[src/design/reflex_pkg.sv]
package reflex_pkg;

    ////////////////////
    // bus widths
    ////////////////////
    localparam int unsigned apb_addr_w = 8;
    localparam int unsigned apb_data_w = 32;

    ////////////////////
    // fixed point types
    ////////////////////
    // muscle length sample, unsigned
    typedef logic [15:0] length_t;
    // afferent or drive rate, saturating
    typedef logic [15:0] rate_t;
    // fusimotor gain, units of 1/16
    typedef logic [7:0] gamma_t;
    // motoneuron gain, units of 1/256
    typedef logic [7:0] mn_gain_t;
    // membrane accumulator and threshold
    typedef logic [23:0] potential_t;
    // spike count, wraps
    typedef logic [15:0] spike_count_t;

    localparam rate_t      rate_max      = '1;
    localparam potential_t potential_max = '1;

    // register map, byte offsets
    localparam logic [apb_addr_w-1:0] reg_gamma_dyn   = 8'h00;
    localparam logic [apb_addr_w-1:0] reg_gamma_sta   = 8'h04;
    localparam logic [apb_addr_w-1:0] reg_rest_length = 8'h08;
    localparam logic [apb_addr_w-1:0] reg_mn_gain     = 8'h0C;
    localparam logic [apb_addr_w-1:0] reg_threshold   = 8'h10;
    localparam logic [apb_addr_w-1:0] reg_spike_count = 8'h14;

    // parameter reset values
    localparam gamma_t     gamma_dyn_reset   = 8'd80;
    localparam gamma_t     gamma_sta_reset   = 8'd80;
    localparam length_t    rest_length_reset = 16'h4000;
    localparam mn_gain_t   mn_gain_reset     = 8'd16;
    localparam potential_t threshold_reset   = 24'h001000;

    ////////////////////
    // bundles
    ////////////////////
    typedef struct packed {
        logic                  psel;
        logic                  penable;
        logic                  pwrite;
        logic [apb_addr_w-1:0] paddr;
        logic [apb_data_w-1:0] pwdata;
    } apb_req_t;

    typedef struct packed {
        logic [apb_data_w-1:0] prdata;
        logic                  pready;
        logic                  pslverr;
    } apb_rsp_t;

    // 64 bits of loop parameters
    typedef struct packed {
        gamma_t     gamma_dyn;
        gamma_t     gamma_sta;
        length_t    rest_length;
        mn_gain_t   mn_gain;
        potential_t threshold;
    } param_set_t;

    typedef struct packed {
        logic  valid;
        rate_t rate;
    } rate_sample_t;

    // stretch times gamma, drop 4 fraction bits, clamp to rate range
    function automatic rate_t scale_gamma(length_t stretch, gamma_t gamma);
        logic [23:0] product;
        logic [19:0] shifted;
        product = 24'(stretch) * 24'(gamma);
        shifted = product[23:4];
        if (shifted[19:16] != 4'd0)
        begin
            return rate_max;
        end
        return shifted[15:0];
    endfunction

endpackage

[src/design/reflex_param_regs.sv]
`timescale 1ns/100ps

module reflex_param_regs (
    input  logic                     ep50trig,
    input  logic                     reset_global,
    input  reflex_pkg::apb_req_t     i_apb,
    output reflex_pkg::apb_rsp_t     o_apb,
    input  reflex_pkg::spike_count_t i_spike_count,
    output reflex_pkg::param_set_t   o_params,
    output logic                     o_count_clear
);

    reflex_pkg::param_set_t params_q;
    logic                   access;
    logic                   write_en;
    logic                   addr_hit;
    logic [31:0]            read_data;

    // access phase, zero wait states
    assign access   = i_apb.psel & i_apb.penable;
    assign write_en = access & i_apb.pwrite;

    ////////////////////
    // address decode and read mux
    ////////////////////
    always_comb
    begin
        addr_hit  = 1'b1;
        read_data = '0;
        case (i_apb.paddr)
            reflex_pkg::reg_gamma_dyn:   read_data = 32'(params_q.gamma_dyn);
            reflex_pkg::reg_gamma_sta:   read_data = 32'(params_q.gamma_sta);
            reflex_pkg::reg_rest_length: read_data = 32'(params_q.rest_length);
            reflex_pkg::reg_mn_gain:     read_data = 32'(params_q.mn_gain);
            reflex_pkg::reg_threshold:   read_data = 32'(params_q.threshold);
            // live count straight from the motoneuron
            reflex_pkg::reg_spike_count: read_data = 32'(i_spike_count);
            default:
            begin
                // unmapped, read as zero
                addr_hit  = 1'b0;
                read_data = '0;
            end
        endcase
    end

    assign o_apb.prdata  = read_data;
    assign o_apb.pready  = 1'b1;
    // error only in the access cycle
    assign o_apb.pslverr = access & ~addr_hit;

    ////////////////////
    // parameter registers
    ////////////////////
    always_ff @(posedge ep50trig)
    begin
        if (reset_global)
        begin
            params_q.gamma_dyn   <= reflex_pkg::gamma_dyn_reset;
            params_q.gamma_sta   <= reflex_pkg::gamma_sta_reset;
            params_q.rest_length <= reflex_pkg::rest_length_reset;
            params_q.mn_gain     <= reflex_pkg::mn_gain_reset;
            params_q.threshold   <= reflex_pkg::threshold_reset;
        end
        else if (write_en)
        begin
            // unmapped writes fall through untouched
            case (i_apb.paddr)
                reflex_pkg::reg_gamma_dyn:   params_q.gamma_dyn   <= i_apb.pwdata[7:0];
                reflex_pkg::reg_gamma_sta:   params_q.gamma_sta   <= i_apb.pwdata[7:0];
                reflex_pkg::reg_rest_length: params_q.rest_length <= i_apb.pwdata[15:0];
                reflex_pkg::reg_mn_gain:     params_q.mn_gain     <= i_apb.pwdata[7:0];
                reflex_pkg::reg_threshold:   params_q.threshold   <= i_apb.pwdata[23:0];
                default:                     params_q             <= params_q;
            endcase
        end
    end

    // clear pulse, any data to the count offset
    always_ff @(posedge ep50trig)
    begin
        if (reset_global)
        begin
            o_count_clear <= 1'b0;
        end
        else
        begin
            o_count_clear <= write_en && (i_apb.paddr == reflex_pkg::reg_spike_count);
        end
    end

    assign o_params = params_q;

endmodule

[src/design/spindle_dynamic.sv]
`timescale 1ns/100ps

module spindle_dynamic (
    input  logic                     ep50trig,
    input  logic                     reset_global,
    input  reflex_pkg::length_t      i_length,
    input  logic                     i_length_valid,
    input  reflex_pkg::param_set_t   i_params,
    output reflex_pkg::rate_sample_t o_rate
);

    reflex_pkg::length_t prev_length;
    reflex_pkg::length_t stretch;
    reflex_pkg::rate_t   rate_q;
    logic                rate_valid;

    // lengthening only, shortening gives zero
    assign stretch = (i_length > prev_length) ? (i_length - prev_length) : '0;

    ////////////////////
    // velocity state
    ////////////////////
    always_ff @(posedge ep50trig)
    begin
        if (reset_global)
        begin
            // first sample compares against zero
            prev_length <= '0;
            rate_valid  <= 1'b0;
        end
        else
        begin
            rate_valid <= i_length_valid;
            if (i_length_valid)
            begin
                prev_length <= i_length;
            end
        end
    end

    // bag rate, held between strobes
    always_ff @(posedge ep50trig)
    begin
        if (i_length_valid)
        begin
            rate_q <= reflex_pkg::scale_gamma(stretch, i_params.gamma_dyn);
        end
    end

    assign o_rate.valid = rate_valid;
    assign o_rate.rate  = rate_q;

endmodule

[src/design/spindle_static.sv]
`timescale 1ns/100ps

module spindle_static (
    input  logic                     ep50trig,
    input  logic                     reset_global,
    input  reflex_pkg::length_t      i_length,
    input  logic                     i_length_valid,
    input  reflex_pkg::param_set_t   i_params,
    output reflex_pkg::rate_sample_t o_rate
);

    reflex_pkg::length_t stretch;
    reflex_pkg::rate_t   rate_q;
    logic                rate_valid;

    // stretch past rest, zero at or below rest
    assign stretch = (i_length > i_params.rest_length)
                   ? (i_length - i_params.rest_length)
                   : '0;

    ////////////////////
    // chain rate stage
    ////////////////////
    always_ff @(posedge ep50trig)
    begin
        if (reset_global)
        begin
            rate_valid <= 1'b0;
        end
        else
        begin
            // same latency as the dynamic path
            rate_valid <= i_length_valid;
        end
    end

    // payload only moves on a strobe
    always_ff @(posedge ep50trig)
    begin
        if (i_length_valid)
        begin
            rate_q <= reflex_pkg::scale_gamma(stretch, i_params.gamma_sta);
        end
    end

    assign o_rate.valid = rate_valid;
    assign o_rate.rate  = rate_q;

endmodule

[src/design/motoneuron_drive.sv]
`timescale 1ns/100ps

module motoneuron_drive (
    input  logic                     ep50trig,
    input  logic                     reset_global,
    input  reflex_pkg::rate_sample_t i_dyn_rate,
    input  reflex_pkg::rate_sample_t i_sta_rate,
    input  reflex_pkg::param_set_t   i_params,
    input  logic                     i_count_clear,
    output logic                     o_spike,
    output reflex_pkg::spike_count_t o_spike_count
);

    logic                    sample_valid;
    logic [16:0]             rate_sum_full;
    reflex_pkg::rate_t       rate_sum;
    logic [23:0]             drive_full;
    logic [15:0]             drive;
    reflex_pkg::potential_t  potential_q;
    logic [24:0]             potential_sum;
    reflex_pkg::potential_t  potential_next;
    logic                    fire;

    // both afferents arrive on the same cycle
    assign sample_valid = i_dyn_rate.valid & i_sta_rate.valid;

    ////////////////////
    // drive arithmetic
    ////////////////////
    // saturating afferent sum
    assign rate_sum_full = {1'b0, i_dyn_rate.rate} + {1'b0, i_sta_rate.rate};
    assign rate_sum      = rate_sum_full[16] ? reflex_pkg::rate_max : rate_sum_full[15:0];

    // gain in 1/256 steps
    assign drive_full = 24'(rate_sum) * 24'(i_params.mn_gain);
    assign drive      = drive_full[23:8];

    // integrate, pin at full scale
    assign potential_sum  = {1'b0, potential_q} + 25'(drive);
    assign potential_next = potential_sum[24] ? reflex_pkg::potential_max
                                              : potential_sum[23:0];
    assign fire = (potential_next >= i_params.threshold);

    ////////////////////
    // membrane and spike
    ////////////////////
    always_ff @(posedge ep50trig)
    begin
        if (reset_global)
        begin
            potential_q <= '0;
            o_spike     <= 1'b0;
        end
        else
        begin
            o_spike <= sample_valid & fire;
            if (sample_valid)
            begin
                // reset by subtraction keeps the residue
                potential_q <= fire ? (potential_next - i_params.threshold) : potential_next;
            end
        end
    end

    // count follows the spike by one cycle
    always_ff @(posedge ep50trig)
    begin
        if (reset_global)
        begin
            o_spike_count <= '0;
        end
        else if (i_count_clear)
        begin
            // clear wins over a coincident spike
            o_spike_count <= '0;
        end
        else if (o_spike)
        begin
            o_spike_count <= o_spike_count + 16'd1;
        end
    end

endmodule

[src/design/stretch_reflex_top.sv]
`timescale 1ns/100ps

module stretch_reflex_top (
    input  logic                     ep50trig,
    input  logic                     reset_global,
    input  reflex_pkg::apb_req_t     i_apb,
    output reflex_pkg::apb_rsp_t     o_apb,
    input  reflex_pkg::length_t      i_length,
    input  logic                     i_length_valid,
    output logic                     o_spike,
    output reflex_pkg::spike_count_t o_spike_count
);

    reflex_pkg::param_set_t   params;
    reflex_pkg::rate_sample_t dyn_rate;
    reflex_pkg::rate_sample_t sta_rate;
    logic                     count_clear;

    ////////////////////
    // host registers
    ////////////////////
    reflex_param_regs u_param_regs (
        .ep50trig      (ep50trig),
        .reset_global  (reset_global),
        .i_apb         (i_apb),
        .o_apb         (o_apb),
        .i_spike_count (o_spike_count),
        .o_params      (params),
        .o_count_clear (count_clear)
    );

    ////////////////////
    // afferent paths, side by side
    ////////////////////
    // bag, velocity sensitive
    spindle_dynamic u_spindle_dynamic (
        .ep50trig       (ep50trig),
        .reset_global   (reset_global),
        .i_length       (i_length),
        .i_length_valid (i_length_valid),
        .i_params       (params),
        .o_rate         (dyn_rate)
    );

    // chain, length sensitive
    spindle_static u_spindle_static (
        .ep50trig       (ep50trig),
        .reset_global   (reset_global),
        .i_length       (i_length),
        .i_length_valid (i_length_valid),
        .i_params       (params),
        .o_rate         (sta_rate)
    );

    // alpha motoneuron and its counter
    motoneuron_drive u_motoneuron_drive (
        .ep50trig      (ep50trig),
        .reset_global  (reset_global),
        .i_dyn_rate    (dyn_rate),
        .i_sta_rate    (sta_rate),
        .i_params      (params),
        .i_count_clear (count_clear),
        .o_spike       (o_spike),
        .o_spike_count (o_spike_count)
    );

endmodule

[config.mk]
export PLATFORM = sky130hd
export DESIGN_NAME = stretch_reflex_top
export DESIGN_NICKNAME = d
export VERILOG_FILES = /design/src/design/reflex_pkg.sv /design/src/design/reflex_param_regs.sv /design/src/design/spindle_dynamic.sv /design/src/design/spindle_static.sv /design/src/design/motoneuron_drive.sv /design/src/design/stretch_reflex_top.sv
export SDC_FILE = /design/constraint.sdc
export NUM_CORES = 1
export LEC_CHECK = 0
export BUFFER_PORTS_ARGS = -buffer_cell sky130_fd_sc_hd__buf_2
export CAP_MARGIN = 20
export CORE_MARGIN = 5
export CORE_UTILIZATION = 59
export CTS_CLUSTER_DIAMETER = 120
export CTS_CLUSTER_SIZE = 40
export DETAILED_ROUTE_END_ITERATION = 8
export PLACE_DENSITY = 0.76
export SLEW_MARGIN = 20
export SYNTH_ARGS = -nofsm -noshare
export SYNTH_HDL_FRONTEND = slang
export SYNTH_HIERARCHICAL = 1
export SYNTH_SLANG_ARGS = --single-unit
[constraint.sdc]
create_clock -name ep50trig -period 22.2 [get_ports ep50trig]
set_input_delay 1.11 -clock ep50trig [delete_from_list [all_inputs] [get_ports ep50trig]]
set_output_delay 1.11 -clock ep50trig [all_outputs]
set_load 0.01 [all_outputs]
==> impl_results.md, run 1 <==
- Slowest CP cell: nor2_1
- Leading post-synthesis cells by cell area: fa_1, ha_1, dfxtp_1
- Max-cap violations: 0
- Worst Hold Depth: 2
- Clock tree buffer depth: 2
- Peak supply drop: 69.6 uV
- Hold EP: u_param_regs/o_params[22]$_SDFFE_PP0P_
- Clk root buf: clkbuf_16
- Setup Fix Bufs, Post-CTS: 0
- Synthesized cell area: roughly 24000 um^2
- Tightest Pin Transition: 1080 ps
- Post-CTS Resized: 0
- Initial antenna violation count: 1
- Final HPWL DP: approximately 52000 um
- Synth async-reset ratio: 0
- Placed Cells: 3307
- DR iter-0 viols: 1967
- Startpoint Class: flip-flop
- Synth top area share: 0.214
- Setup Total Neg Slack: 0 ps
- First-pass GRT wire length: 104000 um
- Nets: 3334
- Total Die Area: 44700 um^2
- Fmax: 0.0777 GHz
- Post-route design area: 25300 um^2
- Number of synthesized flops with an enable pin: 32
- Vias in the first global route: 20262
- Core area: about 40000 um^2
- Routed via count: just over 20000
- Area post-placement: 24700 um^2
- IO Count: 113
- Final ANT Viol Nets: 0
- Setup violators final: 0
- HP Class: reg2reg
- PD cells: 82.8 nW/um^2
- Wire per inst: 19.4 um
- Min cycle time layout: 12870 ps
- CP dominant cell by count: fa_1
- Overall Global Routing Usage: 0.287
- Crit path DAT: 13210 ps
- CTS buffer count: 17
- Count of cell types in the netlist: a little over 100
- Post-synth top flop: dfxtp_1
- Placer Congestion: 0.927
- Reg-to-Reg End: u_motoneuron_drive/potential_q[19]$_SDFFE_PP0P_
- Required time worst endpoint: 22540 ps
- WL final: 65000 um
- P_leak: 12.0 nW
- FF-to-FF path depth: 38
- Clock Skew: 17.0 ps
- CTS tree: built
- Total power: about 2.1 mW
- Post-synthesis register bit count: 156
- Final hold vios: 0
- Worst-path clk slew: 70 ps
- # port buffers: 95
- Yosys top cell by area: fa_1
- Layout cells sized above 1: 0.0831
- RSZ-0062 raised after global routing: false
- Largest net degree at the start of global routing: 85
- Total grt overflow: 0
- Final max-slew violation count: 0
- Setup CP Type: reg2reg
- Sequential-to-total area share from yosys stat: 0.144
- Status: finished clean
- DRC errors left: 0
- DR pass1 iterations: 5
- # hold bufs at CTS: 0
- Die Wd: roughly 210 um
- Max incr delay on CP: 720 ps
- Initial core utilization: 0.600
- Synth Warn #: 6
- Avg Cell Area, Syn: 8.64 um^2
- R2r setup slk: 9330 ps
- Final Cycle Share: 0.580
- Hold wc startpoint: u_param_regs/o_params[22]$_SDFFE_PP0P_
- Relative slew slack: 0.274
- Area grow syn2layout: 5.56%
- Fin cells: around 3300
- Post-Synthesis Cells: 2775
- Largest fanout on the critical path: 24
- Clk_lat worst skew: ~450 ps
- Vias/cell: 6.08
- H-tree depth: 4
- Reg-to-Reg Start: u_spindle_dynamic/rate_q[0]$_SDFFCE_PP1P_
- CP Capture Type: flip-flop
- Rows: 73
- Die height: 212 um
- Sinks on Clock Net: 156
## Yosys cell counts (34+ instances only)
cell	count
inv_1	344
and3_1	116
nand3_1	55
xnor2_1	69
nor2b_1	99
and2_1	166
nor2_1	201
fa_1	256
mux2i_1	67
a21oi_1	141
clkbuf_1	68
o21ai_0	98
xor2_1	43
a211oi_1	34
ha_1	214
dfxtp_1	124
nand2_1	168
a21o_1	45
## cells in the final DEF, fill, tap and decap left out, drive strengths merged, types with 10 or more instances in the layout
| cell | count |
|---|---|
| o211ai | 12 |
| ha | 214 |
| nand3 | 77 |
| fa | 256 |
| o21bai | 13 |
| and3 | 117 |
| a211oi | 39 |
| nor3 | 38 |
| o21ai | 108 |
| clkbuf | 18 |
| or2 | 11 |
| nand2b | 13 |
| mux2i | 67 |
| edfxtp | 32 |
| o21a | 16 |
| nor2b | 100 |
| buf | 105 |
| a22oi | 16 |
| o31ai | 16 |
| a21o | 46 |
| a221o | 10 |
| nand4 | 21 |
| and2 | 166 |
| inv | 350 |
| nand2 | 168 |
| or3 | 14 |
| xnor2 | 69 |
| xor2 | 43 |
| a21oi | 146 |
| dfxtp | 124 |
| nor2 | 202 |
## critical path, delay by kind of cell (launching register included)
family | cells | cell delay (ps)
AO/OA/AOI/OAI | 18 | 5320
adder cells (fa/ha/maj) | 9 | 3960
buffers and inverters | 2 | 100
flip-flops | 1 | 370
AND/OR/NAND/NOR | 9 | 3000
## metal layers
layer / GRT usage / share of wire
met1: 0.383 / 0.43
met2: 0.469 / 0.46
met3: 0.0459 / 0.064
met4: 0.118 / 0.042
met5: 0 / 0
## worst max path at each step
stage | start | to | slack (ps)
after floorplan | u_spindle_dynamic/rate_q[0]$_SDFFCE_PP1P_ | u_motoneuron_drive/potential_q[18]$_SDFFE_PP0P_ | 12090
after global placement | u_spindle_dynamic/rate_q[0]$_SDFFCE_PP1P_ | u_motoneuron_drive/potential_q[17]$_SDFFE_PP0P_ | 9730
after detailed placement | u_spindle_dynamic/rate_q[0]$_SDFFCE_PP1P_ | u_motoneuron_drive/potential_q[19]$_SDFFE_PP0P_ | 9500
after CTS | u_spindle_dynamic/rate_q[0]$_SDFFCE_PP1P_ | u_motoneuron_drive/potential_q[19]$_SDFFE_PP0P_ | 9420
after global routing | u_spindle_dynamic/rate_q[0]$_SDFFCE_PP1P_ | u_motoneuron_drive/potential_q[19]$_SDFFE_PP0P_ | 8590
final | u_spindle_dynamic/rate_q[0]$_SDFFCE_PP1P_ | u_motoneuron_drive/potential_q[19]$_SDFFE_PP0P_ | 9330
## kinds of logic after synthesis
family | Yosys count | synth area share
other | 2 | 0.000313
flip-flops | 156 | 0.144
buffers and inverters | 449 | 0.0762
AO/OA/AOI/OAI | 522 | 0.154
adder cells (fa/ha/maj) | 470 | 0.326
multiplexers | 76 | 0.0324
AND/OR/NAND/NOR | 988 | 0.227
XOR/XNOR | 112 | 0.0409
## where the power goes
part | switching (mW) | total (mW) | leakage [nW] | internal [mW]
clock | 0.142 | 0.291 | 0.278 | 0.149
sequential | 0.0143 | 0.336 | 1.29 | 0.321
combinational | 0.919 | 1.47 | 10.4 | 0.550
## through the flow
stage	setup slack [ps]	hold slack (ps)	util
detailed placement	9500	465	0.618
global placement	9730	458	0.618
global route	8590	500	0.634
CTS	9420	474	0.633
finish	9330	473	0.634
floorplan	12090	445	-
## flip-flops by register name, summed over array words and instances (netlist names)
signal	cells
u_spindle_dynamic/rate_valid	1
u_param_regs/o_count_clear	1
u_motoneuron_drive/o_spike	1
u_spindle_static/rate_q	16
u_motoneuron_drive/potential_q	24
u_spindle_dynamic/rate_q	16
u_spindle_static/rate_valid	1
u_spindle_dynamic/prev_length	16
u_param_regs/o_params	64
u_motoneuron_drive/o_spike_count	16
## cell type report
| class | instances | area, um^2 |
|---|---|---|
| inverter | 344 | 1290 |
| multi-input combinational | 2177 | 18700 |
| clock inverter | 15 | 154 |
| clock buffer | 17 | 425 |
| antenna | 3 | 7.51 |
| timing repair buffer | 106 | 567 |
| fill | 3378 | 14600 |
| tap | 525 | 657 |
| sequential | 156 | 3440 |
Note: power is estimated with default switching activity, not from simulation.
==> run 2, diff against run 1 <==
- ABC_AREA: unset -> 1
- clock period: 22.2 -> 12.12 ns (I/O delays scaled with it)
==> run 2 against run 1 <==
  * Power grew 74%
  * Non-clock buffer count shrank 7
  * Sequential share of layout area shrank 0.25 points
  * Clock power grew 120%
  * Critical path type unchanged
  * Worst setup slack lost 7400 ps
  * Largest power group unchanged
==> impl_results.md, run 2 <==
- Status: finished clean
- Worst-path clk slew: 70 ps
- Final max-slew violation count: 0
- IO Count: 113
- Required time worst endpoint: 12470 ps
- Setup Total Neg Slack: 0 ps
- CTS buffer count: 17
- Setup Fix Bufs, Post-CTS: 0
- Clk root buf: clkbuf_16
- Total Die Area: 45400 um^2
- Commonest non-fill, non-tap cell in the layout: nand2_1
- DRC errors left: 0
- Die Wd: 213 um
- Synth cell count leaders: nand2_1, inv_1, nor2_1, fa_1, ha_1
- Clock tree buffer depth: 2
- Routing usage on met1: 0.388
- Core area: 40800 um^2
- Peak supply drop: 125 uV
- Count of cell types in the netlist: 64
- Largest family of logic cells by synthesized area: adder cells
- Post-Synth XOR/XNOR Area: 0.0299
- Final Hold Slack: 385 ps
- CP Capture Type: flip-flop
- Reg-to-Reg Start: u_spindle_dynamic/rate_q[0]$_SDFFCE_PP1P_
- Synthesized cell area: 24300 um^2
- # port buffers: 95
- Layout cells sized above 1: 0.0832
- Slowest CP cell: fa_1
- DR iter-0 viols: 1822
- Adder-cell share of the synthesized area: 0.321
- Synth async-reset ratio: 0
- Overall Global Routing Usage: 0.298
- Setup CP Type: reg2reg
- Hold wc startpoint: i_apb[14]
- Startpoint Class: flip-flop
- HP Class: in2reg
- Post-CTS Resized: 0
- Clock Skew: 13.7 ps
- Worst Hold Depth: 3
- Final hold vios: 0
- Compound-Gate Fraction of Synth Area: 0.0902
- Post-synth top flop: dfxtp_1
- WL final: 66800 um
- Most numerous cell in the Yosys netlist: nand2_1
- PD cells: 142 nW/um^2
- Post-Synthesis Cells: 3452
- Hold EP: u_param_regs/o_params[46]$_SDFFE_PP1P_
- Total grt overflow: 0
- Routed via count: around 23000
- GR Layer Usage met2: 0.505
- Final HPWL DP: 54800 um
- Max-cap violations: 0
- Number of synthesized flops with an enable pin: 32
- Die height: 213 um
- Avg Cell Area, Syn: 7.04 um^2
- Relative slew slack: 0.276
- # fillers: 3693
- Largest fanout on the critical path: 15
- First-pass GRT wire length: 110000 um
- Tightest Pin Transition: ~1100 ps
- Commonest cells after routing, fill and taps aside: nand2_1, inv_1, nor2_1, fa_1, ha_1
- Reg-to-Reg End: u_motoneuron_drive/potential_q[20]$_SDFFE_PP0P_
- Placer Congestion: approximately 1
- Nets: 4030
- Initial antenna violation count: 0
- CTS tree: built
- Final ANT Viol Nets: 0
- Register area: 3440 um^2
- Area of the multi-input gates: 18000 um^2
- Clk_lat worst skew: approximately 460 ps
- Vias/cell: 5.57
- GRT met3 Usage: 0.0382
- Yosys top cell by area: fa_1
- P_leak: 13.5 nW
- RSZ-0062 raised after global routing: false
- Setup violators final: 0
- Min cycle time layout: 10170 ps
- N_diodes: 0
- FF-to-FF path depth: 43
- Synth top area share: 0.211
- Leading post-synthesis cells by cell area: fa_1, ha_1, dfxtp_1
- R2r setup slk: 1950 ps
- Sinks on Clock Net: 156
- Initial core utilization: 0.595
- DR pass1 iterations: 6
- Post-synthesis simple-gate area fraction: 0.298
- Post-synthesis register bit count: ~160
- # hold bufs at CTS: 0
- Rows: 74
- Fmax: 0.0983 GHz
- Vias in the first global route: roughly 22000
- Max incr delay on CP: 580 ps
- Wire per inst: 16.5 um
- Largest net degree at the start of global routing: 65
- Synth Warn #: 6
- Busiest grt layer: met2
- Crit path DAT: 10530 ps
- Post-synthesis mux area share: 0
- H-tree depth: 4
- Area grow syn2layout: 5.97%
- Max reg flops: 64
- Total power: 3.65 mW
- CP dominant cell by count: fa_1
- Final Cycle Share: 0.839
- Sequential-to-total area share from yosys stat: 0.142
run 2: cell types whose count changed after synthesis, moves of 67 or more:
cell     change
nand2_1    +491
nor2_1     +341
inv_1      +301
and2_1     -164
nand3_1    +137
and3_1     -116
nor2b_1     -99
mux2i_1     -67
run 2: layout make-up:
| class | instances | share of cell area |
|---|---|---|
| repair buffers | 99 | 0.0196 |
| multi-input cells | 2569 | 0.698 |
| clock inverters | 14 | 0.00947 |
| well taps | 532 | 0.0258 |
| clock buffers | 18 | 0.0175 |
| flip-flops and latches | 156 | 0.134 |
| inverters | 655 | 0.0956 |
run 2: layer usage:
metal / vias to the layer above / share of wire
met3: 163 / 0.062
li1: 10845 / -
met2: 837 / 0.48
met5: - / 0
met4: 0 / 0.040
met1: 10688 / 0.41
run 2: worst max path at each step:
stage / startpoint / slack [ps] / endpoint / cells after the start
5_1_grt: u_spindle_dynamic/rate_q[0]$_SDFFCE_PP1P_ / 1190 / u_motoneuron_drive/potential_q[20]$_SDFFE_PP0P_ / 43
3_5_place_dp: u_spindle_dynamic/rate_q[0]$_SDFFCE_PP1P_ / 2130 / u_motoneuron_drive/potential_q[10]$_SDFFE_PP0P_ / 43
3_3_place_gp: u_spindle_dynamic/rate_q[0]$_SDFFCE_PP1P_ / 2300 / u_motoneuron_drive/potential_q[20]$_SDFFE_PP0P_ / 43
6_report: u_spindle_dynamic/rate_q[0]$_SDFFCE_PP1P_ / 1950 / u_motoneuron_drive/potential_q[20]$_SDFFE_PP0P_ / 43
2_1_floorplan: u_spindle_dynamic/rate_q[0]$_SDFFCE_PP1P_ / 3560 / u_motoneuron_drive/potential_q[18]$_SDFFE_PP0P_ / 49
4_1_cts: u_spindle_dynamic/rate_q[0]$_SDFFCE_PP1P_ / 2090 / u_motoneuron_drive/potential_q[20]$_SDFFE_PP0P_ / 43
run 2: kinds of logic after synthesis:
kind of cell    count (synthesis)
buf+inv                       734
compound gates                375
other cells                     2
simple gates                 1632
fa+ha+maj                     470
flops                         156
xor+xnor                       83
run 2: power breakdown:
part	switching, mW	leakage [nW]	internal [mW]
clock network	0.249	0.340	0.387
registers	0.0257	1.29	0.587
logic	1.58	11.8	0.816
run 2: metrics by stage:
stage	instances	util	cell area (um^2)	setup slack [ps]
3_3_place_gp	4011	0.614	25100	2300
4_1_cts	4043	0.631	25800	2090
3_5_place_dp	4011	0.614	25100	2130
6_report	4043	0.631	25800	1950
2_1_floorplan	3459	-	24300	3560
5_1_grt	4043	0.631	25800	1190
run 2: worst max-delay path, delay by kind of cell (launching register included):
kind | cells | cell delay (ps)
compound gates | 12 | 2640
flops | 1 | 450
buf+inv | 4 | 470
simple gates | 17 | 2420
fa+ha+maj | 9 | 3810
xor+xnor | 1 | 280
==> run 3, diff against run 2 <==
- ABC_AREA: 1 -> 0
- PLACE_DENSITY: 0.76 -> 0.79
- clock period: 12.12 -> 8.2 ns (I/O delays scaled with it)
==> run 3 against run 2 <==
  * The run now ends with negative setup slack left
  * Non-clock buffer count up 305
  * Clock power up 28%
  * Die area down 1.4%
  * Worst setup slack worse by 3600 ps
  * Sequential power up 50%
  * Cell count down 9.9%
  * Clock skew up 3.8 ps
  * Utilization up 9.3 points
  * Sequential cell count unchanged
  * Cell area up 12%
  * Largest cell class unchanged
==> impl_results.md, run 3 (synthesis gave the netlist of run 1 again) <==
- HP Class: in2reg
- Die Wd: 212 um
- Initial core utilization: 0.600
- Worst-path clk slew: roughly 80 ps
- Final setup margin: -1680 ps
- Final Cycle Share: 1.21
- Largest fanout on the critical path: 8
- Nets: 3632
- First-pass GRT wire length: 113000 um
- Area post-placement: about 27000 um^2
- Slowest CP cell: fa_1
- Total grt overflow: 0
- Rows: 73
- Total Die Area: 44700 um^2
- Pre-CTS setup slack: -1840 ps
- Initial antenna violation count: 4
- Largest net degree at the start of global routing: 94
- DRC errors left: 0
- P_leak: 13.8 nW
- IO Count: 113
- Min cycle time layout: 9880 ps
- Clock tree buffer depth: 2
- Setup violators final: 25
- Commonest non-fill, non-tap cell in the layout: inv_1
- CTS buffer count: 17
- FF-to-FF path depth: 43
- DR iter-0 viols: 1914
- Placer Congestion: 0.992
- # port buffers: 95
- Commonest cells after routing, fill and taps aside: inv_1, buf_4, fa_1, nor2_1, ha_1
- Clk_lat worst skew: 460 ps
- DR pass1 iterations: 5
- CTS tree: built
- Clk root buf: clkbuf_16
- Max incr delay on CP: 550 ps
- Overall Global Routing Usage: 0.307
- Register area: 3440 um^2
- Final max-slew violation count: 0
- Critical path depth in cells: 43
- WL final: between 70000 and 80000 um
- Vias/cell: 6.08
- Failing checks: negative setup slack
- R2r setup slk: -1680 ps
- Peak supply drop: about 260 uV
- Status: complete, but fails checks
- Area of the multi-input gates: 20000 um^2
- Reg-to-Reg Start: u_spindle_static/rate_q[0]$_SDFFCE_PP1P_
- Clock Skew: 17.4 ps
- Max-cap violations: 0
- Post-route design area: roughly 29000 um^2
- RSZ-0062 raised after global routing: true
- Die height: 212 um
- Final ANT Viol Nets: 0
- Setup CP Type: reg2reg
- Tightest Pin Transition: slightly above 1000 ps
- Worst Setup EP: u_motoneuron_drive/potential_q[13]$_SDFFE_PP0P_
- CP Capture Type: flip-flop
- Final hold vios: 0
- Core area: roughly 40000 um^2
- Area grow syn2layout: 20.7%
- Final HPWL DP: 55500 um
- Fmax: between 0.1 and 0.15 GHz
- Post-layout util: 0.725
- H-tree depth: 4
- Reg-to-Reg End: u_motoneuron_drive/potential_q[13]$_SDFFE_PP0P_
- Crit path DAT: 10230 ps
- Wire per inst: 19.5 um
- PD cells: approximately 280 nW/um^2
- Family with the most delay on the worst path: adder cells
- Routed via count: roughly 22000
- Sinks on Clock Net: between 150 and 200
- Worst path bufs/invs: 7
- Critical path startpoint: u_spindle_static/rate_q[0]$_SDFFCE_PP1P_
- Vias in the first global route: ~22000
- CP dominant cell by count: fa_1
- Max reg flops: between 60 and 70
- Startpoint Class: flip-flop
- # fillers: between 2000 and 3000
- Final Hold Slack: ~180 ps
- Relative slew slack: 0.318
- Required time worst endpoint: 8550 ps
- Layout cells sized above 1: 0.231
run 3: worst min-delay path by stage:
stage                                                 startpoint                                      to  cells past startpoint
after detailed placement  u_param_regs/o_params[16]$_SDFFE_PP0P_  u_param_regs/o_params[16]$_SDFFE_PP0P_                      2
after global placement    u_param_regs/o_params[18]$_SDFFE_PP0P_  u_param_regs/o_params[18]$_SDFFE_PP0P_                      2
after CTS                                              i_apb[22]  u_param_regs/o_params[22]$_SDFFE_PP0P_                      3
final                                                  i_apb[22]  u_param_regs/o_params[22]$_SDFFE_PP0P_                      3
after floorplan           u_param_regs/o_params[16]$_SDFFE_PP0P_  u_param_regs/o_params[16]$_SDFFE_PP0P_                      2
after global routing                                   i_apb[21]  u_param_regs/o_params[21]$_SDFFE_PP0P_                      3
run 3: where the power goes:
part | switching, mW | internal [mW]
Clock | 0.404 | 0.410
Combinational | 3.32 | 2.94
Sequential | 0.0443 | 0.870
run 3: cell type report:
type,instances,area share
clock inverter,15,0.00610
timing repair buffer,404,0.100
inverter,344,0.0446
multi-input combinational,2177,0.692
antenna,3,0.000260
tap,525,0.0227
clock buffer,17,0.0147
sequential,156,0.119
run 3: through the flow:
| stage | cells | TNS, ps | total power, mW |
|---|---|---|---|
| final | 3641 | -40510 | 7.99 |
| after global routing | 3640 | -49140 | 8.51 |
| after CTS | 3625 | -34950 | 7.31 |
| after detailed placement | 3572 | -43650 | 6.09 |
| after global placement | 3572 | -35350 | 5.95 |
| after floorplan | 2782 | -26180 | 4.20 |
run 3: what timing repair did:
action / 4_1_cts / 5_1_grt
resized for setup: 84 / 132
setup buffers: 19 / 16
setup endpoints to repair: 25 / 25
hold buffers: 0 / 0
gates cloned: 2 / 1
pin swaps: 39 / 53
run 3: worst register-to-register path: cells and delay by family, from the launching register on:
kind	cells	cell delay, ps
AOI/OAI and AO/OA	20	3810
adders and majority gates	10	3810
buffers and inverters	7	760
DFF	1	380
muxes	1	120
and+or+nand+nor	5	910
run 3: layer usage:
metal  global-route usage  wire (um)  up-vias
met5                    0          7        -
met4                0.124       3050        2
met3               0.0357       3730      213
met2                0.551      36600      854
met1                0.375      27600    10966
li1                     -          -    10088
